==> src/design/rv_config.svh <==
// rv64i decode stage widths
`ifndef RV_CONFIG_SVH
`define RV_CONFIG_SVH

// data path and pc
`define RV_XLEN 64

// one instruction word
`define RV_INST_WD 32

// general purpose registers
`define RV_REG_AW 5
`define RV_NUM_REGS 32

// a0 carries the ebreak exit code
`define RV_REG_A0 5'd10

`endif

==> src/design/gpr_file.sv <==
// general purpose register file
`timescale 1ns/1ps
`include "rv_config.svh"

module gpr_file (
  input  logic                  i_clk,
  input  logic                  i_rst_n,
  input  logic [`RV_REG_AW-1:0] i_raddr1,
  input  logic [`RV_REG_AW-1:0] i_raddr2,
  output logic [`RV_XLEN-1:0]   o_rdata1,
  output logic [`RV_XLEN-1:0]   o_rdata2,
  input  logic                  i_wen,
  input  logic [`RV_REG_AW-1:0] i_waddr,
  input  logic [`RV_XLEN-1:0]   i_wdata
);

  logic [`RV_XLEN-1:0] regs [`RV_NUM_REGS];

  always_ff @(posedge i_clk or negedge i_rst_n) begin
    if (!i_rst_n) begin
      for (int i = 0; i < `RV_NUM_REGS; i++) begin
        regs[i] <= '0;
      end
    end else if (i_wen && (i_waddr != '0)) begin // x0 stays zero
      regs[i_waddr] <= i_wdata;
    end
  end

  // no internal write-through, bypass covers the same cycle
  assign o_rdata1 = regs[i_raddr1];
  assign o_rdata2 = regs[i_raddr2];

endmodule

==> config.mk <==
export PLATFORM = sky130hd
export DESIGN_NAME = gpr_file
export DESIGN_NICKNAME = d
export VERILOG_FILES = /design/src/design/gpr_file.sv
export VERILOG_INCLUDE_DIRS = /design/src /design/src/design
export SDC_FILE = /design/constraint.sdc
export NUM_CORES = 2
export LEC_CHECK = 0
export BUFFER_PORTS_ARGS = -buffer_cell sky130_fd_sc_hd__buf_2
export CAP_MARGIN = 20
export CORE_ASPECT_RATIO = 1.2
export CORE_UTILIZATION = 45
export DETAILED_ROUTE_END_ITERATION = 6
export PLACE_DENSITY = 0.65
export RECOVER_POWER = 25
export SKIP_CTS_REPAIR_TIMING = 1
export SYNTH_ARGS = -nofsm -noshare
export SYNTH_HDL_FRONTEND = slang
export SYNTH_SLANG_ARGS = --single-unit
==> constraint.sdc <==
create_clock -name i_clk -period 4.85 [get_ports i_clk]
set_input_delay 0.2425 -clock i_clk [delete_from_list [all_inputs] [get_ports i_clk]]
set_output_delay 0.2425 -clock i_clk [all_outputs]
set_load 0.005 [all_outputs]
**Word-level counts from Yosys, hierarchy flattened**

Index checks and enable logic that the tools add are counted.

- Word-level logic and storage cells: 51
- Register bits after elaboration: 2048
- Bits of input ports: 82

- Bitwise logic cells: 3
- Magnitude comparators: 4
- Reductions and logical operators: 3
- Multiplexer cells: 9

Operators with widths:

| kind | number |
|---|---|
| bitwise mux 2048 bit | 1 |
| binary-select mux 64 bit (select 5 bit) | 2 |
| demux 64 bit (select 5 bit) | 1 |
| two-way mux 64 bit | 5 |
| >= comparator 6 bit (second input constant) | 3 |
| NOT 5 -> 6 bit | 3 |
| less-than comparator 6 x 1 -> 1 bit (second input constant) | 1 |
| nonzero test 5 bit | 1 |
| logical AND 1 bit | 2 |

**Depth between registers and ports, before layout**

- Word-level depth: 6
- Mapped depth: 9
- Depth with buffers taken out: 4

**Least setup slack after synthesis**

OpenSTA, ideal clock, no wires.

- Path kind: in2out
- Start point: input port i_raddr1[2]
- End point: output port o_rdata1[10]
- Path slack: 2.530 ns
- Stages: 6
- Arrival time: 2.077 ns
- Data required time: 4.608 ns
- Buffers on the path: 3
- Path through: buf_2 > clkbuf_1 > buf_1 > mux4_2 > mux4_2 > mux2_2

- Longest elaborated chain between the ends: 4

RTL lines:

| element | line | RTL |
|---|---|---|
| start: declaration | gpr_file.sv:8 | `` input logic [`RV_REG_AW-1:0] i_raddr1, `` |
| NOT 5 -> 6 bit (implied by the code) | gpr_file.sv:30 | `assign o_rdata1 = regs[i_raddr1];` |
| binary-select mux 64 bit (select 5 bit) | gpr_file.sv:30 |  |
| two-way mux 64 bit (implied by the code) (2 in series) | gpr_file.sv:30 |  |
| end: declaration | gpr_file.sv:10 | `` output logic [`RV_XLEN-1:0] o_rdata1, `` |

No other way between the ends. The select of a mux whose other input is x is not followed.

**Worst setup path in the final report**

- Start point: input port i_waddr[4]
- End point: register regs[184] (netlist name)

- Longest elaborated chain between the ends: 6
- Elaborated cells on any way between the ends: 9

RTL lines:

| element | line | RTL |
|---|---|---|
| start: declaration | gpr_file.sv:13 | `` input logic [`RV_REG_AW-1:0] i_waddr, `` |
| NOT 5 -> 6 bit (implied by the code) | gpr_file.sv:25 | `regs[i_waddr] <= i_wdata;` |
| >= comparator 6 bit (implied by the code) or less-than comparator 6 x 1 -> 1 bit (tied branches) | gpr_file.sv:25 |  |
| logical AND 1 bit (implied by the code) | gpr_file.sv:25 |  |
| two-way mux 64 bit (implied by the code) | gpr_file.sv:25 |  |
| demux 64 bit (select 5 bit) | gpr_file.sv:25 |  |
| bitwise mux 2048 bit | gpr_file.sv:25 |  |
| end signal: indexed assignment | gpr_file.sv:25 |  |
| end: declaration | gpr_file.sv:17 | `` logic [`RV_XLEN-1:0] regs [`RV_NUM_REGS]; `` |

Parallel ways exist; a longest one is shown, timed or not.
A chain may end at the register's enable or synchronous reset.

==> reports/metrics.cfg <==
[run_status]
status=finished with violations
violations=hold timing, capacitance limit, slew limit

[setup_path]
arrival_ns=4.61
crit_type=input pin to flip-flop
cp-start-kind=input pin
cp.required_ns=5.58
cpPeakStageDelay_ns=2.45
slowest_stage=dlymetal6s4s_1
end_kind=flip-flop
crit_chain=clkbuf_1 > nand2_1 > nor2_1 > dlymetal6s4s_1 > mux2_2
cp_max_fo=34

[timing]
tns_ns=0
fmax_ghz=0.258
relSlewSlack_pct=-153
fin_worst_skew_ns=0
setup_violations=0
min_period_ns=3.87
worstMarginPinSlew_ns=3.79
finalHoldViolCount=157
rsz0062_at_grt=no
setup_ws_ns=0.976
holdWs_ns=-0.0278
min_period_over_period_pct=79.9
final_max_slew_viol_count=605

[cts]
cts_tree=yes
clockBufferDepth=4
clk_latency_ns=0.86
path_clk_slew_ns=0.06
cts_made_buffers=214
root_buffer=clkbuf_16
cts.sinks=2048
cts_max_level=4

[synthesis]
ys_async_sr_fraction_pct=100
synth_seq_area_share_pct=47.6
ys_warn_count=0
yosys.area.top_type=dfrtp_1
synth_edf_count=0
ys_ff_latch=2048
synth_area_leaders=dfrtp_1 (48%), mux4_2 (24%), mux2_2 (22%)
yosysMostFrequentCell=mux2_2
synth_fp_nets=6594
synth_common_cells=mux2_2 (2151), dfrtp_1 (2048), mux4_2 (1145)
synthCells=6512
netlist_area_sq_um=108000
ys.flop_type=dfrtp_1
avgSynthCellArea_sq_um=16.5
yosysUniqueCellTypes=30
synth_top_cell_area_share_pct=47.6

[power]
leakage_nw=51.3
p_total_w=0.0501
ir_worst_vdd_mv=0.283
power_density_nw_per_um2=419

[floorplanning]
dieHeight_microns=538
fp.coreArea_sq_um=238000
dieArea_sq_um=241000
die_w_microns=449
start_util_pct=45.3
placementRows=196
io_pins=210

[global_route]
grt.overflow.total=0
antenna_found_initial=36
grt_pass1_wl_microns=490000
grt_max_degree=145
grt_util_all_layers_pct=27.6
grt_pass1_vias=68354

[cells_and_area]
nNetsFinal=6492
layout-drive-gt1-share_pct=62.2
multi_input_area_sq_um=53400
layout.area.seq_sq_um=51200
fillers=19730
largest_reg_flops=2048
syn2layout_area_growth_pct=11.0
largestRegisters=regs x2048
top_register=regs

[placement]
hpwlAfterDp_microns=192000
gp_congestion=0.804
pre_cts_ws_ns=1.63
io_buffers=209

[drt]
drt_pass1_iterations=5
drt-initial-drc-count=5359
drcViolationCount=0
wire_per_inst_microns=33.9
vias=63841
via_per_inst=6.55
drtAntennaViolNets=0
wirelength_microns=331000

[job]
cap_violations=14

[worst_hold_path]
min_path_type=input pin to flip-flop

-- cells by family after synthesis --
logic type	after synthesis	share of synthesized area [%]
and+or+nand+nor	94	0.445
buffers and inverters	774	3.08
AOI/OAI and AO/OA	156	1.12
muxes	3440	47.8
DFF	2048	47.6
-- through the flow --
step,utilization [%],hold slack (ns),std cells,cell area (sq um)
after global routing,50.2,0.0000839,9745,120000
after floorplan,-,-0.0531,6512,108000
after global placement,47.3,0.362,9355,113000
after detailed placement,47.3,0.382,9355,113000
final,50.2,-0.0278,9747,120000
after CTS,50.3,-0.580,9731,120000
-- path summary, 6_finish.rpt --
kind	startpoint	endpoint	slack, ns	cells after the start
setup / recovery	i_waddr[4]	regs[184]$_DFFE_PN0P_	0.98	5
hold / removal	i_wdata[25]	regs[1433]$_DFFE_PN0P_	-0.03	2
setup reg to reg	regs[586]$_DFFE_PN0P_	regs[586]$_DFFE_PN0P_	4.02	1
hold reg to reg	regs[2040]$_DFFE_PN0P_	regs[2040]$_DFFE_PN0P_	0.39	0
max in group asynchronous	i_rst_n	regs[1973]$_DFFE_PN0P_	1.43	3
min in group asynchronous	i_rst_n	regs[455]$_DFFE_PN0P_	0.05	2
-- report_power, final --
part / leakage [nW] / switching [W] / internal, W
Sequential: 26.3 / 0.00242 / 0.0203
Combinational: 21.5 / 0.00388 / 0.00651
Clock: 3.50 / 0.00703 / 0.00988
Total: 51.3 / 0.0133 / 0.0367
-- critical path: cells and delay by family --
kind	cells	cell delay, ns
muxes	1	0.49
and+or+nand+nor	2	0.60
buffers and inverters	2	3.09
-- area by class of cell --
class                           count  share of cell area [%]
Antenna cell                        9                  0.0188
Clock buffer                      309                    5.19
Clock inverter                     67                   0.731
Inverter                            1                 0.00523
Multi-Input combinational cell   3690                    44.7
Sequential cell                  2048                    42.9
Tap cell                         3168                    3.32
Timing Repair Buffer              455                    3.19
-- metal layers --
metal	track usage [%]	wire, microns
met1	36.5	133000
met3	4.08	19400
met4	11.0	14500
met5	0	136
met2	46.0	164000
-- placed cells by master (no fill, tap or decap), types with 3 or more instances in the layout --
cell type	netlist	routed
mux2i_1	144	144
a211o_1	9	9
clkinv_2	0	39
nor2b_4	0	3
buf_12	0	72
nand2_1	20	10
a221o_1	26	26
nand3_1	6	3
a22o_1	9	9
buf_8	0	6
and3_1	6	4
nor3_4	0	3
dfrtp_1	2048	2048
buf_6	5	3
clkbuf_16	0	218
a21oi_1	9	9
buf_2	218	196
clkbuf_2	0	5
bufinv_16	0	20
dlygate4sd3_1	0	7
mux4_2	1145	1145
o22ai_1	60	60
nor2_2	0	3
o31ai_1	3	3
nor2_4	0	9
diode_2	0	9
a211oi_1	3	3
clkbuf_8	0	41
inv_6	0	4
buf_4	27	142
nand2_4	0	9
a221oi_1	34	34
nand3_4	0	3
nor2_1	27	15
nor2b_1	20	16
o22a_1	3	3
mux2_2	2151	2151
clkbuf_1	487	73
Power figures use the tool's default switching activity.
