$ cat config.mk
export PLATFORM = sky130hd
export DESIGN_NAME = id_decoder
export DESIGN_NICKNAME = d
export VERILOG_FILES = /design/src/design/rv_pkg.sv /design/src/design/id_decoder.sv
export VERILOG_INCLUDE_DIRS = /design/src /design/src/design
export SDC_FILE = /design/constraint.sdc
export NUM_CORES = 1
export LEC_CHECK = 0
export ABC_AREA = 1
export BUFFER_PORTS_ARGS = -buffer_cell sky130_fd_sc_hd__buf_2
export CAP_MARGIN = 25
export CORE_UTILIZATION = 36
export DETAILED_ROUTE_END_ITERATION = 7
export PLACE_DENSITY = 0.81
export SYNTH_ARGS = -nofsm -noshare
export SYNTH_HDL_FRONTEND = slang
export SYNTH_SLANG_ARGS = --single-unit
$ cat constraint.sdc
create_clock -name vclk -period 2.56
set_input_delay 0.128 -clock vclk [all_inputs]
set_output_delay 0.128 -clock vclk [all_outputs]
set_load 0.02 [all_outputs]
$ cat src/design/rv_config.svh
// rv64i decode stage widths
`ifndef RV_CONFIG_SVH
`define RV_CONFIG_SVH

// data path and pc
`define RV_XLEN 64

// one instruction word
`define RV_INST_WD 32

// general purpose registers
`define RV_REG_AW 5
`define RV_NUM_REGS 32

// a0 carries the ebreak exit code
`define RV_REG_A0 5'd10

`endif

$ cat src/design/rv_pkg.sv
// rv64i decode types
package rv_pkg;

  // major opcodes of the supported subset
  typedef enum logic [6:0] {
    OP_LUI    = 7'b0110111,
    OP_AUIPC  = 7'b0010111,
    OP_JAL    = 7'b1101111,
    OP_JALR   = 7'b1100111,
    OP_BRANCH = 7'b1100011,
    OP_LOAD   = 7'b0000011,
    OP_STORE  = 7'b0100011,
    OP_IMM    = 7'b0010011,
    OP_REG    = 7'b0110011,
    OP_SYSTEM = 7'b1110011
  } opcode_e;

  typedef enum logic [2:0] {
    ALU_ADD = 3'd0,
    ALU_SUB = 3'd1,
    ALU_XOR = 3'd2,
    ALU_OR  = 3'd3,
    ALU_AND = 3'd4,
    ALU_SLT = 3'd5
  } alu_op_e;

  // conditional codes follow funct3, jumps use the two unused slots
  typedef enum logic [2:0] {
    BR_EQ   = 3'b000,
    BR_NE   = 3'b001,
    BR_JAL  = 3'b010,
    BR_JALR = 3'b011,
    BR_LT   = 3'b100,
    BR_GE   = 3'b101,
    BR_LTU  = 3'b110,
    BR_GEU  = 3'b111
  } br_func_e;

  typedef enum logic [1:0] {
    MEM_NONE   = 2'd0,
    MEM_WORD   = 2'd1,
    MEM_DOUBLE = 2'd2
  } mem_op_e;

  typedef enum logic {
    SRC2_RS2 = 1'b0,
    SRC2_IMM = 1'b1
  } src2_sel_e;

endpackage

$ cat src/design/id_decoder.sv
// instruction decoder
`timescale 1ns/1ps
`include "rv_config.svh"

module id_decoder (
  input  logic [`RV_INST_WD-1:0] i_inst,
  output logic [`RV_REG_AW-1:0]  o_rs1,
  output logic [`RV_REG_AW-1:0]  o_rs2,
  output logic [`RV_REG_AW-1:0]  o_rd,
  output logic [`RV_XLEN-1:0]    o_imm,
  output rv_pkg::alu_op_e        o_alu_op,
  output logic                   o_src1_pc,
  output rv_pkg::src2_sel_e      o_src2_sel,
  output logic                   o_gpr_wen,
  output logic                   o_mem_ren,
  output logic                   o_mem_wen,
  output rv_pkg::mem_op_e        o_mem_op,
  output logic                   o_bren,
  output rv_pkg::br_func_e       o_br_func,
  output logic                   o_ebreak,
  output logic                   o_invalid
);

  rv_pkg::opcode_e        opcode;
  logic [2:0]             funct3;
  logic [6:0]             funct7;
  logic [`RV_XLEN-1:0]    imm_i, imm_s, imm_b, imm_u, imm_j;
  rv_pkg::alu_op_e        f3_alu_op;
  logic                   f3_alu_ok;
  logic                   legal;

  assign opcode = rv_pkg::opcode_e'(i_inst[6:0]);
  assign funct3 = i_inst[14:12];
  assign funct7 = i_inst[31:25];
  assign o_rs2  = i_inst[24:20];
  assign o_rd   = i_inst[11:7];

  assign imm_i = {{(`RV_XLEN-12){i_inst[31]}}, i_inst[31:20]};
  assign imm_s = {{(`RV_XLEN-12){i_inst[31]}}, i_inst[31:25], i_inst[11:7]};
  assign imm_b = {{(`RV_XLEN-13){i_inst[31]}}, i_inst[31], i_inst[7], i_inst[30:25],
                  i_inst[11:8], 1'b0};
  assign imm_u = {{(`RV_XLEN-32){i_inst[31]}}, i_inst[31:12], 12'b0};
  assign imm_j = {{(`RV_XLEN-21){i_inst[31]}}, i_inst[31], i_inst[19:12], i_inst[20],
                  i_inst[30:21], 1'b0};

  // shared by op-imm and op
  always_comb begin
    f3_alu_ok = 1'b1;
    case (funct3)
      3'b000:  f3_alu_op = rv_pkg::ALU_ADD;
      3'b010:  f3_alu_op = rv_pkg::ALU_SLT;
      3'b100:  f3_alu_op = rv_pkg::ALU_XOR;
      3'b110:  f3_alu_op = rv_pkg::ALU_OR;
      3'b111:  f3_alu_op = rv_pkg::ALU_AND;
      default: begin
        f3_alu_op = rv_pkg::ALU_ADD;
        f3_alu_ok = 1'b0;
      end
    endcase
  end

  always_comb begin
    o_rs1      = i_inst[19:15];
    o_imm      = '0;
    o_alu_op   = rv_pkg::ALU_ADD;
    o_src1_pc  = 1'b0;
    o_src2_sel = rv_pkg::SRC2_RS2;
    o_gpr_wen  = 1'b0;
    o_mem_ren  = 1'b0;
    o_mem_wen  = 1'b0;
    o_mem_op   = rv_pkg::MEM_NONE;
    o_bren     = 1'b0;
    o_br_func  = rv_pkg::BR_EQ;
    o_ebreak   = 1'b0;
    o_invalid  = 1'b0;
    legal      = 1'b1;
    case (opcode)
      rv_pkg::OP_LUI: begin
        o_rs1      = '0; // x0 + imm
        o_imm      = imm_u;
        o_src2_sel = rv_pkg::SRC2_IMM;
        o_gpr_wen  = 1'b1;
      end
      rv_pkg::OP_AUIPC: begin
        o_imm      = imm_u;
        o_src1_pc  = 1'b1;
        o_src2_sel = rv_pkg::SRC2_IMM;
        o_gpr_wen  = 1'b1;
      end
      rv_pkg::OP_JAL: begin
        o_imm     = imm_j;
        o_src1_pc = 1'b1; // link formed from pc in execute
        o_gpr_wen = 1'b1;
        o_bren    = 1'b1;
        o_br_func = rv_pkg::BR_JAL;
      end
      rv_pkg::OP_JALR: begin
        o_imm     = imm_i;
        o_src1_pc = 1'b1;
        o_gpr_wen = 1'b1;
        o_bren    = 1'b1;
        o_br_func = rv_pkg::BR_JALR;
        legal     = (funct3 == 3'b000);
      end
      rv_pkg::OP_BRANCH: begin
        o_imm     = imm_b;
        o_bren    = 1'b1;
        o_br_func = rv_pkg::br_func_e'(funct3);
        legal     = (funct3[2:1] != 2'b01); // 010/011 are not branches
      end
      rv_pkg::OP_LOAD, rv_pkg::OP_STORE: begin
        o_imm      = (opcode == rv_pkg::OP_LOAD) ? imm_i : imm_s;
        o_src2_sel = rv_pkg::SRC2_IMM;
        o_gpr_wen  = (opcode == rv_pkg::OP_LOAD);
        o_mem_ren  = (opcode == rv_pkg::OP_LOAD);
        o_mem_wen  = (opcode == rv_pkg::OP_STORE);
        o_mem_op   = funct3[0] ? rv_pkg::MEM_DOUBLE : rv_pkg::MEM_WORD;
        legal      = (funct3[2:1] == 2'b01); // lw/ld, sw/sd only
      end
      rv_pkg::OP_IMM: begin
        o_imm      = imm_i;
        o_src2_sel = rv_pkg::SRC2_IMM;
        o_alu_op   = f3_alu_op;
        o_gpr_wen  = 1'b1;
        legal      = f3_alu_ok;
      end
      rv_pkg::OP_REG: begin
        o_gpr_wen = 1'b1;
        if (funct7 == 7'b0000000) begin
          o_alu_op = f3_alu_op;
          legal    = f3_alu_ok;
        end else begin
          o_alu_op = rv_pkg::ALU_SUB;
          legal    = (funct7 == 7'b0100000) && (funct3 == 3'b000);
        end
      end
      rv_pkg::OP_SYSTEM: begin
        o_ebreak = 1'b1;
        legal    = (i_inst == 32'h0010_0073);
      end
      default: legal = 1'b0;
    endcase
    // anything outside the subset leaves as a bubble
    if (!legal) begin
      o_gpr_wen = 1'b0;
      o_mem_ren = 1'b0;
      o_mem_wen = 1'b0;
      o_mem_op  = rv_pkg::MEM_NONE;
      o_bren    = 1'b0;
      o_ebreak  = 1'b0;
      o_invalid = (i_inst != '0); // all-zero word is a plain bubble
    end
  end

endmodule

**After elaboration in Yosys (flattened, before gate mapping)**

Index checks and enable logic that the tools add are counted.

- Register bits after elaboration: 0
- Input port bits: 32
- Output and inout port bits: 95
- Logic and storage cells: 57

- Eq/ne operators: 18
- Mux-type cells: 26
- Reductions and logical operators: 13

Operators by type and width:

| kind | count |
|---|---|
| one-hot mux 64 bit (5 select lines) | 1 |
| == test 32 x 21 -> 1 bit (second input constant) | 1 |
| nonzero test 32 bit | 1 |
| == test 7 x 6 -> 1 bit (second input constant) | 4 |
| == test 7 bit (second input constant) | 4 |
| == test 7 x 5 -> 1 bit (second input constant) | 2 |
| two-way mux 1 bit | 14 |
| one-hot mux 3 bit (4 select lines) | 1 |
| two-way mux 5 bit | 2 |
| OR reduction 5 bit | 2 |
| == test 3 bit (second input constant) | 3 |
| one-hot mux 3 bit (3 select lines) | 1 |
| OR reduction 3 bit | 3 |
| == test 7 x 2 -> 1 bit (second input constant) | 1 |
| logical NOT 7 bit | 1 |
| one-hot mux 1 bit (7 select lines) | 1 |
| two-way mux 2 bit | 3 |
| one-hot mux 3 bit (2 select lines) | 1 |
| OR reduction 2 bit | 3 |
| OR reduction 6 bit | 1 |
| == test 3 x 2 -> 1 bit (second input constant) | 1 |
| logical NOT 3 bit | 1 |
| two-way mux 3 bit | 1 |
| == test 2 x 1 -> 1 bit (second input constant) | 1 |
| other kinds (3) | 3 |

**Logic depth before layout (Yosys ltp)**

Gate-level depths: netlist (run 1).

- Depth in word-level cells: 6
- Gate-level depth with buffers: 9
- Depth with buffers taken out: 9

**Worst setup path after synthesis (run 1)**

OpenSTA, ideal clock, no wires.

- Kind: input port to output port
- Start: input port i_inst[1]
- End: output port o_imm[32]
- Arrival time: 3.122 ns
- Required time: 2.432 ns
- Slack: -0.690 ns
- Stages: 5
- Buffers on the path: 1
- Cells stage by stage: nand2_1 nor3_4 o21ai_4 o21ai_0 buf_4

- Longest elaborated chain between the ends: 3
- Elaborated cells between the ends (all ways): 12
- Classes of those cells: eq/ne: 8; mux: 1; reduce/logical: 3

Ends and longest elaborated chain:

| element | line | text |
|---|---|---|
| start: declaration | id_decoder.sv:6 | `` input logic [`RV_INST_WD-1:0] i_inst, `` |
| == test 7 x 5 -> 1 bit (tied with other cells) | id_decoder.sv:77 | `case (opcode)` |
| OR reduction 2 bit, on equally long branches | -- |  |
| one-hot mux 64 bit (5 select lines) * | id_decoder.sv:77 |  |
| end: declaration | id_decoder.sv:10 | `` output logic [`RV_XLEN-1:0] o_imm, `` |

Mark *: on every way between the ends. The rest lies on a longest branch, timed or not.

**Worst setup path after layout (run 1)**

- Start: input port i_inst[1]
- End: output port o_imm[52]

Same word-level chain as after synthesis.

==> results.tsv, run 1 <==
metric	value	unit
status	finished clean	
overall power	0.000211	W
WS Path Type	primary input to output pin	
core area	3720	um^2
max_cap viols	0	
vias in the first global route	1584	
peak per-stage delay on the critical path	0.24	ns
final worst-path cycle share	0.676	
Power Dens Cells	118	nW/um^2
DRT iter0 DRCs	64	
RSZ-0062 raised after global routing	false	
clkbuf count	0	
most frequent cells in the layout	buf_2, nand2_1, nor2_1	
DRC	0	
Detail Placement HPWL	3840	um
global route total overflow	0	
die area	4160	um^2
DRT antenna net count	0	
DR vias	1877	
Resized cells post-CTS	0	
cell area after layout	1790	um^2
Netlist cell types	24	
Multi-input gate area	923	um^2
first drt pass iteration count	4	
largest family of logic cells by synthesized area	simple AND/OR/NAND/NOR gates	
multiplexer share of the synthesized area	0	
die width	64.5	um
Min Hold Slack	0.487	ns
most common cell after layout, fill and taps aside	buf_2	
post-synthesis xor/xnor area fraction	0	
Worst-Margin Slew	0.354	ns
Final TNS setup	0	ns
Die H	64.5	um
FFs & Latches	0	
crit-path leading delay family	buffers and inverters	
Detailed Route WL	4510	um
leakage power	1.17	nW
final slew viol count	0	
Synth Area in Compound Gates	0.206	
Slowest-stage cell, CP	buf_4	
number of cell rows	22	
Worst setup SP type	primary input	
VDD IR-drop max	0.0553	mV
GRT Total Usage	0.201	
CTS hold repair buffers	0	
starting density of the core	0.378	
Final Core Density	0.481	
post-synthesis area per instance	5.47	um^2
vias per cell	4.81	
data arrival time of the critical path	1.60	ns
# setup viols final	0	
final-report hold violation count	0	
fill count	409	
register area share after synthesis	0	
Crit. End Element	output pin	
antenna violations before repair	0	
IO Pins	127	
Slew headroom	0.763	
Post-CTS Setup Repair Bufs	0	
worst min path class	primary input to output pin	
wire per inst	11.6	um
cell area after synthesis	1410	um^2
placed inst area	1790	um^2
crit-path max FO	33	
Syn Inst Count	257	
CP bufs+invs	5	
Synth Area in Adders	0	
CP required	2.43	ns
layout cells sized above 1	0.526	
synth warn	0	
Synthesized Nets	289	
Tmin final	1.73	ns
Max Freq	0.578	GHz
first-pass GRT wire length	6850	um
Antenna Cells	0	
post-synthesis simple-gate area fraction	0.450	
FF/Latch Area	0	um^2
Final GP Congestion	0.986	
P&R area growth vs syn	27.1	%
Layout Nets	376	
port bufs	127	
CP Cell Sequence	buf_2, nand2_1, inv_2, nand2_2, nor2_2, inv_2, nand2_1, o21ai_2, o21ai_1, buf_4, buf_2	
largest net degree at the start of global routing	34	
## power breakdown
part           internal, W  switching [W]  total (W)
Combinational    0.0000658       0.000145   0.000211
Sequential               0              0          0
Clock                    0              0          0
Total            0.0000658       0.000145   0.000211
## per-stage QoR
| stage | instances | setup slack, ns |
|---|---|---|
| finish | 390 | 0.831 |
| floorplan | 257 | 0.146 |
| global route | 390 | 0.659 |
| detailed placement | 390 | 0.818 |
| CTS | 390 | 0.818 |
| global placement | 390 | 0.889 |
## cells in the mapped netlist (6+ instances only)
cell type | count | area (um^2)
nand2_1 | 46 | 173
nand3_1 | 9 | 45.0
nor2_2 | 11 | 68.8
o21ai_2 | 12 | 105
nor2_1 | 35 | 131
a31oi_1 | 6 | 37.5
o21ai_0 | 8 | 40.0
o21ai_1 | 12 | 60.1
nand2_2 | 7 | 43.8
nor3_1 | 8 | 40.0
inv_1 | 29 | 109
inv_2 | 10 | 37.5
buf_4 | 42 | 315
## area by class of cell
class / instances / share of cell area
Timing Repair Buffer: 130 / 0.368
Multi-Input combinational cell: 173 / 0.516
Tap cell: 48 / 0.0336
Inverter: 39 / 0.0819
## logic make-up (layout without fill, tap and decap cells)
| kind of cell | Yosys count | count (layout) |
|---|---|---|
| simple gates | 129 | 129 |
| buf+inv | 84 | 169 |
| compound gates | 44 | 44 |
## worst paths after layout
check	cells past startpoint	to	from
hold / removal	2	o_rd[2]	i_inst[9]
setup / recovery	11	o_imm[52]	i_inst[1]
## per-layer routing
layer,vias up,routed length [um],global-route usage,share of wire
met1,819,1860,0.244,0.41
met2,104,2270,0.388,0.50
li1,950,-,-,-
met5,-,0,0,0
met3,4,351,0.0141,0.078
met4,0,31,0.0306,0.0069
(Power assumes the default switching activity.)
==> run 2, diff against run 1 <==
clock period = 1.59 ns   (was 2.56 ns; I/O delays follow)
==> results.tsv, run 2 (synthesized netlist as in run 1, its figures left out) <==
metric	value	unit	change
status	finished clean		unchanged
DRT antenna net count	0		unchanged
DR vias	1891		was 1877
first drt pass iteration count	4		unchanged
clkbuf count	0		unchanged
worst min path class	primary input to output pin		unchanged
DRC	0		unchanged
core area	3720	um^2	unchanged
port bufs	127		unchanged
Detailed Route WL	4580	um	was 4510 um
Hold EP	o_rd[4]		was o_rd[2]
Slowest-stage cell, CP	nor3_1		was buf_4
cell area after layout	1940	um^2	was 1790 um^2
FF/Latch Area	0	um^2	unchanged
Tmin final	1.51	ns	
VDD IR-drop max	0.107	mV	was 0.0553 mV
placed inst area	1900	um^2	was 1790 um^2
Antenna Cells	0		unchanged
data arrival time of the critical path	1.43	ns	was 1.60 ns
die width	64.5	um	unchanged
most common cell after layout, fill and taps aside	buf_2		unchanged
final-report hold violation count	0		unchanged
fill count	377		was 409
Slew headroom	0.792		was 0.763
Hold Crit Depth	2		unchanged
max_cap viols	0		unchanged
leakage power	1.25	nW	was 1.17 nW
die area	4160	um^2	unchanged
FFs & Latches	0		unchanged
Max Freq	0.661	GHz	
vias in the first global route	1580		was 1584
global route total overflow	0		unchanged
WS Path Type	primary input to output pin		unchanged
Detail Placement HPWL	4080	um	was 3840 um
Worst setup SP type	primary input		unchanged
crit-path max FO	4		was 33
Layout Nets	390		was 376
HP Start	i_inst[11]		was i_inst[9]
CP Cell Sequence	buf_2, nand2_1, inv_2, nand2_2, nor2_2, buf_4, nand2_1, nand4_2, nor3_1, buf_2		was buf_2, nand2_1, inv_2, nand2_2, nor2_2, inv_2, nand2_1, o21ai_2, o21ai_1, buf_4, buf_2
starting density of the core	0.378		unchanged
wire per inst	11.3	um	was 11.6 um
CTS hold repair buffers	0		unchanged
Power Dens Cells	184	nW/um^2	was 118 nW/um^2
final slew viol count	0		unchanged
final worst-path cycle share	0.952		
# setup viols final	0		unchanged
Worst-Margin Slew	0.312	ns	was 0.354 ns
first-pass GRT wire length	7090	um	was 6850 um
Min Hold Slack	0.395	ns	was 0.487 ns
peak per-stage delay on the critical path	0.31	ns	was 0.24 ns
fin cells	404		was 390
placed cell count	402		was 390
P&R area growth vs syn	38.2	%	was 27.1%
Multi-input gate area	945	um^2	was 923 um^2
CP required	1.51	ns	was 2.43 ns
Die H	64.5	um	unchanged
most frequent cells in the layout	buf_2, nand2_1, nor2_1		unchanged
number of cell rows	22		unchanged
vias per cell	4.68		was 4.81
layout cells sized above 1	0.551		was 0.526
GRT Total Usage	0.209		was 0.201
largest net degree at the start of global routing	34		unchanged
antenna violations before repair	0		unchanged
Crit. End Element	output pin		unchanged
Final GP Congestion	0.936		was 0.986
IO Pins	127		unchanged
DRT iter0 DRCs	64		unchanged
run 2: repair_timing:
action	4_1_cts	5_1_grt
setup buffers	0	2
endpoints found under the setup margin	0	17
gates resized for setup	0	3
run 2: worst max-delay path by stage:
stage / startpoint / end / slack, ns / cells after the start
final: i_inst[1] / o_invalid / 0.08 / 10
after floorplan: i_inst[1] / o_imm[32] / 0.15 / 5
after CTS: i_inst[1] / o_imm[23] / 0.03 / 11
after global placement: i_inst[5] / o_invalid / 0.02 / 8
after detailed placement: i_inst[1] / o_imm[23] / 0.03 / 11
after global routing: i_inst[1] / o_invalid / -0.002 / 10
run 2: report_power, final:
part           switching, W  internal, W
Combinational      0.000239     0.000119
Clock                     0            0
Sequential                0            0
run 2: metrics by stage:
| step | utilization | power [W] | worst slack, ns | setup TNS, ns |
|---|---|---|---|---|
| 2_1_floorplan | - | 0.000245 | 0.152 | 0 |
| 3_3_place_gp | 0.512 | 0.000354 | 0.0166 | 0 |
| 3_5_place_dp | 0.512 | 0.000355 | 0.0339 | 0 |
| 4_1_cts | 0.512 | 0.000356 | 0.0333 | 0 |
| 5_1_grt | 0.523 | 0.000391 | -0.00201 | -0.00201 |
| 6_report | 0.523 | 0.000358 | 0.0760 | 0 |
run 2: area by class of cell:
class | instances | share of cell area
well taps | 48 | 0.0309
inverters | 39 | 0.0753
multi-input cells | 173 | 0.486
repair buffers | 144 | 0.408
run 2: routing by layer:
| layer | routed length [um] | global-route usage | vias up |
|---|---|---|---|
| met3 | 301 | 0.00704 | 0 |
| met4 | 0 | 0 | 0 |
| li1 | - | - | 978 |
| met5 | 0 | 0 | - |
| met2 | 2260 | 0.389 | 98 |
| met1 | 2020 | 0.280 | 815 |
run 2: worst max-delay path, delay by kind of cell:
family | cells | cell delay (ns)
and+or+nand+nor | 6 | 0.79
buffers and inverters | 4 | 0.54
