--- config.mk ---
export PLATFORM = sky130hd
export DESIGN_NAME = operand_bypass
export DESIGN_NICKNAME = d
export VERILOG_FILES = /design/src/design/operand_bypass.sv
export VERILOG_INCLUDE_DIRS = /design/src /design/src/design
export SDC_FILE = /design/constraint.sdc
export NUM_CORES = 1
export LEC_CHECK = 0
export BUFFER_PORTS_ARGS = -buffer_cell sky130_fd_sc_hd__buf_2
export CAP_MARGIN = 10
export CORE_AREA = 2 2 184 186
export DETAILED_ROUTE_END_ITERATION = 16
export DIE_AREA = 0 0 186 188
export GPL_ROUTABILITY_DRIVEN = 0
export SKIP_LAST_GASP = 1
export SLEW_MARGIN = 20
export SYNTH_ARGS = -nofsm -noshare
export SYNTH_HDL_FRONTEND = slang
export SYNTH_SLANG_ARGS = --single-unit
--- constraint.sdc ---
create_clock -name vclk -period 2.6
set_input_delay 0.65 -clock vclk [all_inputs]
set_output_delay 0.65 -clock vclk [all_outputs]
set_load 0.01 [all_outputs]
--- src/design/rv_config.svh ---
// rv64i decode stage widths
`ifndef RV_CONFIG_SVH
`define RV_CONFIG_SVH

// data path and pc
`define RV_XLEN 64

// one instruction word
`define RV_INST_WD 32

// general purpose registers
`define RV_REG_AW 5
`define RV_NUM_REGS 32

// a0 carries the ebreak exit code
`define RV_REG_A0 5'd10

`endif

--- src/design/operand_bypass.sv ---
// source operand forwarding
`timescale 1ns/1ps
`include "rv_config.svh"

module operand_bypass (
  input  logic [`RV_REG_AW-1:0] i_rs1,
  input  logic [`RV_REG_AW-1:0] i_rs2,
  input  logic [`RV_XLEN-1:0]   i_rf_rdata1,
  input  logic [`RV_XLEN-1:0]   i_rf_rdata2,
  input  logic [`RV_REG_AW-1:0] i_es_gpr_rd,
  input  logic [`RV_XLEN-1:0]   i_es_gpr_result,
  input  logic [`RV_REG_AW-1:0] i_ms_gpr_rd,
  input  logic [`RV_XLEN-1:0]   i_ms_gpr_result,
  input  logic [`RV_REG_AW-1:0] i_ws_gpr_rd,
  input  logic [`RV_XLEN-1:0]   i_ws_gpr_result,
  output logic [`RV_XLEN-1:0]   o_rs1data,
  output logic [`RV_XLEN-1:0]   o_rs2data
);

  // youngest producer wins
  function automatic logic [`RV_XLEN-1:0] pick(input logic [`RV_REG_AW-1:0] rs,
                                               input logic [`RV_XLEN-1:0]   rf_data);
    if ((i_es_gpr_rd != '0) && (i_es_gpr_rd == rs)) begin
      return i_es_gpr_result;
    end
    if ((i_ms_gpr_rd != '0) && (i_ms_gpr_rd == rs)) begin
      return i_ms_gpr_result;
    end
    if ((i_ws_gpr_rd != '0) && (i_ws_gpr_rd == rs)) begin
      return i_ws_gpr_result;
    end
    return rf_data;
  endfunction

  always_comb begin
    o_rs1data = pick(i_rs1, i_rf_rdata1);
    o_rs2data = pick(i_rs2, i_rf_rdata2);
  end

endmodule

# Word-level counts from Yosys, hierarchy flattened
# Cells that the tools add are included.
word_totals:
  out_inout_bits: 128
  ff_bits: 0
  wordCells: 39
  inputBits: 345
op_classes:
  n_eq_ne: 6
  n_mux: 24
  reduce_logical: 9
op_table:
  columns: ["op", "count"]
  rows:
  - ["64-bit 2-to-1 mux", 12]
  - ["5-bit == test", 6]
  - ["5-bit nonzero test", 3]
  - ["1-bit 2-to-1 mux", 12]
  - ["1-bit logical AND", 6]

# Depth between registers and ports, before layout
# Gate-level depths: netlist of run 1.
depth:
  word_depth: 9
  ltp_mapped: 7

# Worst setup path before layout of run 1
# OpenSTA, ideal clock, no wires.
synth_path:
  path_type: "input to output"
  startpoint: "input i_ws_gpr_rd[3]"
  endpoint: "output o_rs1data[10]"
  path_buffers: 1
  required_time_ps: 1950
  setup_slack_ps: 128
  path_stages: 6
  arrival_time_ps: 1822
  cell_sequence: "xor2_1 -> nor2_1 -> nand4_2 -> clkbuf_1 -> o221a_1 -> o21ai_1"
synth_between:
  elab_chain_cells: 8
  word_cells_on_any_way: 10
  cone_classes: "eq/ne: 1; mux: 7; reduce/logical: 2"
synth_lines:
  columns: ["element", "line", "text"]
  rows:
  - ["start, declared", "operand_bypass.sv:14", "input logic [`RV_REG_AW-1:0] i_ws_gpr_rd,"]
  - ["5-bit == test or 5-bit nonzero test (tied branches)", "operand_bypass.sv:29", "if ((i_ws_gpr_rd != '0) && (i_ws_gpr_rd == rs)) begin"]
  - ["1-bit logical AND *", "operand_bypass.sv:29", null]
  - ["1-bit 2-to-1 mux (2 in a row)", "operand_bypass.sv:29", null]
  - ["1-bit 2-to-1 mux", "operand_bypass.sv:26", "if ((i_ms_gpr_rd != '0) && (i_ms_gpr_rd == rs)) begin"]
  - ["64-bit 2-to-1 mux *", "operand_bypass.sv:32", "return rf_data;"]
  - ["64-bit 2-to-1 mux *", "operand_bypass.sv:29", null]
  - ["64-bit 2-to-1 mux *", "operand_bypass.sv:26", null]
  - ["end, declared", "operand_bypass.sv:16", "output logic [`RV_XLEN-1:0] o_rs1data,"]
# Mark *: on every way between the ends. The rest lies on a longest branch, timed or not. The select of a mux whose other input is x is not followed.

# Final worst setup path of run 1
layout_path:
  startpoint: "input i_rs1[2]"
  endpoint: "output o_rs1data[51]"
layout_between:
  elab_chain_cells: 8
  word_cells_on_any_way: 17
  cone_classes: "eq/ne: 3; mux: 11; reduce/logical: 3"
layout_lines:
  columns: ["element", "line", "text"]
  rows:
  - ["start, declared", "operand_bypass.sv:6", "input logic [`RV_REG_AW-1:0] i_rs1,"]
  - ["5-bit == test", "operand_bypass.sv:29", null]
  - ["1-bit logical AND", "operand_bypass.sv:29", null]
  - ["1-bit 2-to-1 mux (2 in a row)", "operand_bypass.sv:29", null]
  - ["1-bit 2-to-1 mux", "operand_bypass.sv:26", null]
  - ["64-bit 2-to-1 mux", "operand_bypass.sv:32", null]
  - ["64-bit 2-to-1 mux", "operand_bypass.sv:29", null]
  - ["64-bit 2-to-1 mux *", "operand_bypass.sv:26", null]
# Marked as above.

==> results.cfg, run 1 <==
[outcome]
outcome = finished, violations left
violations = negative setup slack

[worst_setup_path]
cp_data_required_time_ns = 1.95
worstPathMaxFanout = 35
critPathArrivalTime_ns = 2.23
critPathKind = in2out
crit_path_start_kind = input port
cp-end-kind = primary output

[placed_design]
io_buffers = 473
dp_hpwl_mm = 24.2

[grt]
grt_max_degree = 57
grtUsageTotal = 0.167
grt_pass1_vias = 8547
antenna_found_initial = 4
grt-ovfl-total = 0
grt_pass1_wl_mm = 46.3

[final_layout]
layout.nets = 1703
final_cell_mix = buf_2, nand2_1, o21ai_1, inv_1, o221a_1
syn_to_final_growth_pct = 91.1
drive_gt1_frac = 0.479
design.seq.count = 0
fin_util = 0.278
nClkBuffers = 0
layout_commonest_cell = buf_2
regArea_sq_um = 0
fillers = 3624

[drt]
drt_wl_total_mm = 33.3
drtAntennaViolNets = 0
wl_per_cell_um = 18.5
drc = 0
drtIter0Drc = 615
dr.pass1.iters = 6
vias = 8868
vias_per_cell = 4.91

[timing]
timing.fmax_ghz = 0.348
hold_violations = 0
min_period_ns = 2.88
rsz0062_at_grt = true
tns_ns = -26.39
relSlewSlack = 0.817
report.final.slew_viol_count = 0
worst_pin_slew_ns = 0.272
timing.final.ws_setup_ns = -0.276
setup_violations = 128
fin_crit_sh = 1.11

[floorplanning]
initial_utilization = 0.146
core_area_sq_um = 33100
fp.dieH_um = 188
fp.dieW_um = 186
io_pins = 473
rows = 67
dieArea_sq_um = 35000

[yosys]
ys_types = 17
netlist_area_sq_um = 4820
yosysTopAreaCellShare = 0.299
synth.yosys.warnings = 0
synth_seq_area_share = 0
synth.area.top_cells = o221a_1, nand2_1, o21ai_1
synth_top_area_cell = o221a_1
syn_inst = 848
avgSynthCellArea_sq_um = 5.69
syn_nets = 1193

[hold_path]
hold_path_depth = 4
hold_end = o_rs1data[46]
hold_class = in2out
hold_start = i_es_gpr_result[46]

[flow_run]
max_cap_violations = 0

[power]
power.density_nw_per_um2 = 180
ir_worst_vdd_mv = 0.0882
p_leak_nw = 4.76
==> worst max path at each step <==
| stage | end | depth (start not counted) | start |
|---|---|---|---|
| final | o_rs1data[51] | 8 | i_rs1[2] |
| after global routing | o_rs2data[32] | 10 | i_ms_gpr_rd[2] |
| after detailed placement | o_rs1data[50] | 9 | i_ms_gpr_rd[0] |
| after CTS | o_rs1data[58] | 8 | i_rs1[3] |
| after global placement | o_rs1data[50] | 9 | i_ms_gpr_rd[0] |
| after floorplan | o_rs1data[10] | 6 | i_ws_gpr_rd[3] |
==> synthesized netlist by cell type <==
| library cell | number |
|---|---|
| buf_4 | 1 |
| nand4_2 | 1 |
| and4_1 | 2 |
| inv_1 | 128 |
| buf_6 | 14 |
| nand2_1 | 197 |
| nor2_1 | 5 |
| o21ai_0 | 120 |
| o21ai_1 | 136 |
| nand4_1 | 5 |
| clkbuf_1 | 33 |
| o221a_1 | 128 |
| and4b_1 | 2 |
| buf_2 | 39 |
| xor2_1 | 16 |
| xnor2_1 | 14 |
| nor3_1 | 7 |
==> metal layers <==
metal	vias to the layer above	routed length, um	global-route usage
met5	-	18	0
met4	2	1410	0.0684
met3	98	3180	0.0260
met2	643	16100	0.300
met1	4089	12600	0.195
li1	4036	-	-
==> worst max-delay path, cell delays in order <==
cell     delay, ns
buf_2         0.13
xor2_1        0.15
nor2_2        0.19
and4b_2       0.34
buf_12        0.22
o221a_1       0.25
o21ai_2       0.09
buf_2         0.15
==> logic make-up after synthesis <==
kind of cell	share of synthesized area
AO/OA/AOI/OAI	0.564
AND/OR/NAND/NOR	0.181
buffers and inverters	0.200
XOR/XNOR	0.0545
==> what timing repair did <==
| item | 4_1_cts | 5_1_grt |
|---|---|---|
| buffers inserted | 10 | 5 |
| gates resized for setup | 119 | 43 |
| hold buffers | 0 | 0 |
| endpoints found under the setup margin | 128 | 128 |
| pin swaps | 42 | 35 |
| cloned | 10 | 4 |
==> power by group <==
| part | total (W) | internal [W] | switching (W) |
|---|---|---|---|
| sequential | 0 | 0 | 0 |
| clock | 0.000000000137 | 0.000000000137 | 0 |
| combinational | 0.00166 | 0.000821 | 0.000837 |
| total | 0.00166 | 0.000821 | 0.000837 |
==> stage by stage <==
stage / total power [W] / std cells / worst slack [ns] / instance area (sq um) / hold slack, ns
detailed placement: 0.00148 / 1776 / -0.435 / 8210 / 1.61
global placement: 0.00146 / 1776 / -0.450 / 8210 / 1.61
floorplan: 0.000707 / 848 / 0.128 / 4820 / 1.42
finish: 0.00166 / 1807 / -0.276 / 9220 / 1.61
CTS: 0.00160 / 1795 / -0.235 / 8940 / 1.61
global route: 0.00178 / 1806 / -0.359 / 9220 / 1.64
==> area by class of cell <==
type,count,area (sq um),share of cell area
Multi-Input combinational cell,633,4120,0.447
Timing Repair Buffer,595,4050,0.440
Tap cell,448,561,0.0608
Inverter,128,480,0.0521
Antenna cell,3,7.51,0.000814
(Power assumes the default switching activity.)
==> run 2: changes to the inputs <==
==> constraint.sdc (replaced) <==
create_clock -name vclk -period 3.1
set_input_delay 0.775 -clock vclk [all_inputs]
set_output_delay 0.775 -clock vclk [all_outputs]
set_load 0.01 [all_outputs]
==> run 2 against run 1 <==
  * The run still ends with negative setup slack left
  * First-iteration DRC count up 9.4%
  * Flip-flop and latch count unchanged
  * Cell count down 0.50%
  * Utilization up 0.12 points
  * Final area up 0.45%
  * Global-route usage down 0.60 points
  * Via count about the same
  * Combinational power down 16%
  * Sequential share of layout area unchanged
  * Power down 16%
  * Highest routed layer is now met4
  * Largest power group unchanged
==> results.cfg, run 2 (synthesized netlist as in run 1, its figures left out) <==
[outcome]
outcome = finished, violations left
violations = negative setup slack

[drt]
drtIter0Drc = 673
vias_per_cell = 4.93
vias = 8873
drt_wl_total_mm = 35.1
drc = 0
drtAntennaViolNets = 0
wl_per_cell_um = 19.5
dr.pass1.iters = 6

[floorplanning]
rows = 67
io_pins = 473
fp.dieH_um = 188
dieArea_sq_um = 35000
initial_utilization = 0.146
core_area_sq_um = 33100
fp.dieW_um = 186

[worst_setup_path]
crit_path_start_kind = input port
worstPathMaxFanout = 8
critPathKind = in2out
critPathCapture = o_rs2data[51]
cp_data_required_time_ns = 2.32
critPathLaunch = i_rs2[3]
cp-end-kind = primary output
critPathArrivalTime_ns = 2.41

[placed_design]
io_buffers = 473
pre_cts_ws_ns = -0.200
dp_hpwl_mm = 23.8

[grt]
grtUsageTotal = 0.161
grt_pass1_vias = 8325
grt_pass1_wl_mm = 44.7
grt_max_degree = 38
antenna_found_initial = 3
grt-ovfl-total = 0

[final_layout]
nClkBuffers = 0
layout_commonest_cell = buf_2
final_cell_mix = buf_2, nand2_1, o21ai_1, inv_1, o221a_1
fin_util = 0.280
fillers = 3623
syn_to_final_growth_pct = 91.9
design.seq.count = 0
multiInputGateArea_sq_um = 4060
regArea_sq_um = 0
drive_gt1_frac = 0.465
layout.nets = 1693

[power]
power.density_nw_per_um2 = 150
p_leak_nw = 4.74
ir_worst_vdd_mv = 0.0857

[timing]
fin_crit_sh = 1.03
relSlewSlack = 0.834
timing.hold.ws_ns = 1.85
tns_ns = -2.06
timing.fmax_ghz = 0.314
min_period_ns = 3.18
report.final.slew_viol_count = 0
rsz0062_at_grt = true
hold_violations = 0
timing.final.ws_setup_ns = -0.0839
setup_violations = 89
worst_pin_slew_ns = 0.249

[hold_path]
hold_start = i_es_gpr_result[18]
hold_class = in2out

[flow_run]
max_cap_violations = 0
run 2: changes by cell type in the layout (fill, tap and decap cells not counted), moves of 2 or more:
cell	change
buf_4	-23
buf_8	-2
xnor2_1	+3
o21ai_2	-13
o21ai_1	+7
buf_2	+3
xnor2_2	-3
clkbuf_16	+10
buf_12	+4
o21ai_0	+5
run 2: cell type report:
type                       instances  area share
multi-input combinational        633       0.438
timing repair buffer             585       0.448
inverter                         128      0.0519
tap                              448      0.0605
antenna                            4     0.00108
run 2: per-stage QoR:
step / instance area, sq um / power (W) / instances
2_1_floorplan: 4820 / 0.000593 / 848
6_report: 9260 / 0.00139 / 1798
3_5_place_dp: 8070 / 0.00122 / 1750
3_3_place_gp: 8070 / 0.00121 / 1750
5_1_grt: 9260 / 0.00149 / 1797
4_1_cts: 8470 / 0.00128 / 1765
run 2: layer usage:
| metal | global-route usage | share of wire | vias up |
|---|---|---|---|
| met5 | 0 | 0 | - |
| met1 | 0.191 | 0.39 | 4062 |
| met4 | 0.0793 | 0.041 | 0 |
| li1 | - | - | 4022 |
| met3 | 0.0148 | 0.092 | 98 |
| met2 | 0.288 | 0.48 | 691 |
run 2: worst max-delay path, cell delays in order:
cell and delay (ns):
buf_8 0.10, xor2_1 0.15, nor2_1 0.16, buf_4 0.14
and4b_4 0.34, buf_12 0.18, buf_12 0.13, o221a_1 0.21
o21ai_1 0.06, buf_2 0.14
run 2: worst min path at each step:
stage | end | slack, ns | cells after the start
4_1_cts | o_rs1data[61] | 1.87 | 4
6_report | o_rs1data[18] | 1.85 | 4
3_3_place_gp | o_rs2data[56] | 1.86 | 4
5_1_grt | o_rs1data[48] | 1.88 | 4
3_5_place_dp | o_rs1data[48] | 1.87 | 4
2_1_floorplan | o_rs1data[0] | 1.67 | 2
run 2: report_power, final:
part,internal (W),total (W),switching (W)
Combinational,0.000686,0.00139,0.000708
Clock,0.000000000153,0.000000000153,0
Sequential,0,0,0
Total,0.000686,0.00139,0.000708
run 2: repair_timing:
action,in CTS,in global routing
pin swaps,24,141
cloned,6,18
hold buffers,0,0
endpoints found under the setup margin,101,128
gates resized for setup,51,80
setup buffers,10,13
==> run 3: changes to the inputs <==
--- a/config.mk
+++ b/config.mk
@@ -7,11 +7,14 @@
 export NUM_CORES = 1
 export LEC_CHECK = 0
 export BUFFER_PORTS_ARGS = -buffer_cell sky130_fd_sc_hd__buf_2
-export CAP_MARGIN = 10
-export CORE_AREA = 2 2 184 186
+export CAP_MARGIN = 30
+export CELL_PAD_IN_SITES_DETAIL_PLACEMENT = 1
+export CELL_PAD_IN_SITES_GLOBAL_PLACEMENT = 2
+export CORE_AREA = 2 2 182 184
 export DETAILED_ROUTE_END_ITERATION = 16
-export DIE_AREA = 0 0 186 188
+export DIE_AREA = 0 0 184 186
 export GPL_ROUTABILITY_DRIVEN = 0
+export PLACE_DENSITY_LB_ADDON = 0.1
 export SKIP_LAST_GASP = 1
 export SLEW_MARGIN = 20
 export SYNTH_ARGS = -nofsm -noshare
==> run 3 against run 2 <==
  * Cell count increased by 1.8%
  * Setup slack got worse by 0.054 ns
  * Final area up 11%
  * Largest cell class unchanged
  * Power is 10% higher
  * The run still ends with negative setup slack left
==> results.cfg, run 3 (synthesized netlist as in run 1, its figures left out) <==
[power]
finalPower_w = 0.00153
ir_worst_vdd_mv = 0.0610
p_leak_nw = 5.24
power.density_nw_per_um2 = 150

[timing]
worst_pin_slew_ns = 0.488
hold_violations = 0
setup_violations = 58
report.final.slew_viol_count = 0
timing.final.ws_setup_ns = -0.138
rsz0062_at_grt = true
min_period_ns = 3.24
timing.fmax_ghz = 0.309
fin_crit_sh = 1.04
relSlewSlack = 0.671

[worst_setup_path]
critPathArrivalTime_ns = 2.46
worstPathMaxFanout = 8
cp_data_required_time_ns = 2.32
cp-end-kind = primary output
critPathKind = in2out
crit_path_start_kind = input port

[drt]
drt_wl_total_mm = 44.5
dr.pass1.iters = 5
vias_per_cell = 4.82
wl_per_cell_um = 24.3
drtAntennaViolNets = 0
drc = 0
drtIter0Drc = 415
vias = 8830

[floorplanning]
core_area_sq_um = 32200
io_pins = 473
dieArea_sq_um = 34200
initial_utilization = 0.150
fp.dieW_um = 184
rows = 66
fp.dieH_um = 186

[grt]
grt_pass1_vias = 8811
grt_max_degree = 35
grtUsageTotal = 0.215
grt-ovfl-total = 0
antenna_found_initial = 22
grt_pass1_wl_mm = 55.6

[final_layout]
layout.nets = 1758
syn_to_final_growth_pct = 113
fillers = 4130
fin_cells = 1831
design.seq.count = 0
final_cell_mix = buf_2, nand2_1, o21ai_1, inv_1, o221a_1
regArea_sq_um = 0
drive_gt1_frac = 0.512
final_area_sq_um = 10300
nClkBuffers = 0
layout_commonest_cell = buf_2

[flow_run]
max_cap_violations = 0

[outcome]
outcome = finished, violations left
violations = negative setup slack

[clocking]
hold_buffers = 0

[hold_path]
hold_class = in2out

[placed_design]
dpl_cell_area_sq_um = 8570
io_buffers = 473
place_inst = 1765
dp_hpwl_mm = 31.5
-- run 3: final timing paths --
kind | cells past startpoint | slack [ns] | to | start
max | 11 | -0.14 | o_rs2data[25] | i_ms_gpr_rd[3]
min | 4 | 1.85 | o_rs2data[58] | i_es_gpr_result[58]
-- run 3: layout make-up --
cell class / instances / area (sq um) / share of cell area
multi-input cells: 633 / 4230 / 0.412
inverters: 128 / 480 / 0.0468
repair buffers: 650 / 5010 / 0.488
diodes: 12 / 30.0 / 0.00293
well taps: 408 / 510 / 0.0498
-- run 3: stage by stage --
stage	setup WS, ns	TNS, ns	utilization	hold WS, ns
final	-0.138	-2.73	0.318	1.85
after detailed placement	-0.139	-10.61	0.266	1.87
after CTS	-0.0845	-3.36	0.277	1.87
after floorplan	0.378	0	-	1.67
after global placement	-0.130	-9.23	0.266	1.87
after global routing	-0.249	-11.13	0.318	1.88
-- run 3: repair_timing --
| action | 4_1_cts | 5_1_grt |
|---|---|---|
| setup buffers | 6 | 21 |
| endpoints found under the setup margin | 124 | 128 |
| pin swaps | 46 | 110 |
| gates resized for setup | 41 | 188 |
| cloned | 5 | 24 |
-- run 3: power by group --
part | internal, W | switching (W)
Combinational | 0.000772 | 0.000762
Clock | 0.000000000518 | 0
Sequential | 0 | 0
Total | 0.000772 | 0.000762
-- run 3: worst max-delay path, stage by stage --
cell and delay, ns:
buf_8 0.11, xor2_2 0.16, nor3_2 0.21, nand4_1 0.14, buf_6 0.17, buf_6 0.12, clkbuf_16 0.18, buf_6 0.13
o221a_1 0.12, o21ai_1 0.16, buf_2 0.18
-- run 3: routing by layer --
metal / share of wire / wire length, um / vias up / global-route usage
li1: - / - / 4167 / -
met1: 0.41 / 18300 / 4245 / 0.251
met2: 0.50 / 22300 / 348 / 0.403
met3: 0.068 / 3010 / 52 / 0.0503
met4: 0.015 / 676 / 18 / 0.0314
met5: 0.0025 / 111 / - / 0
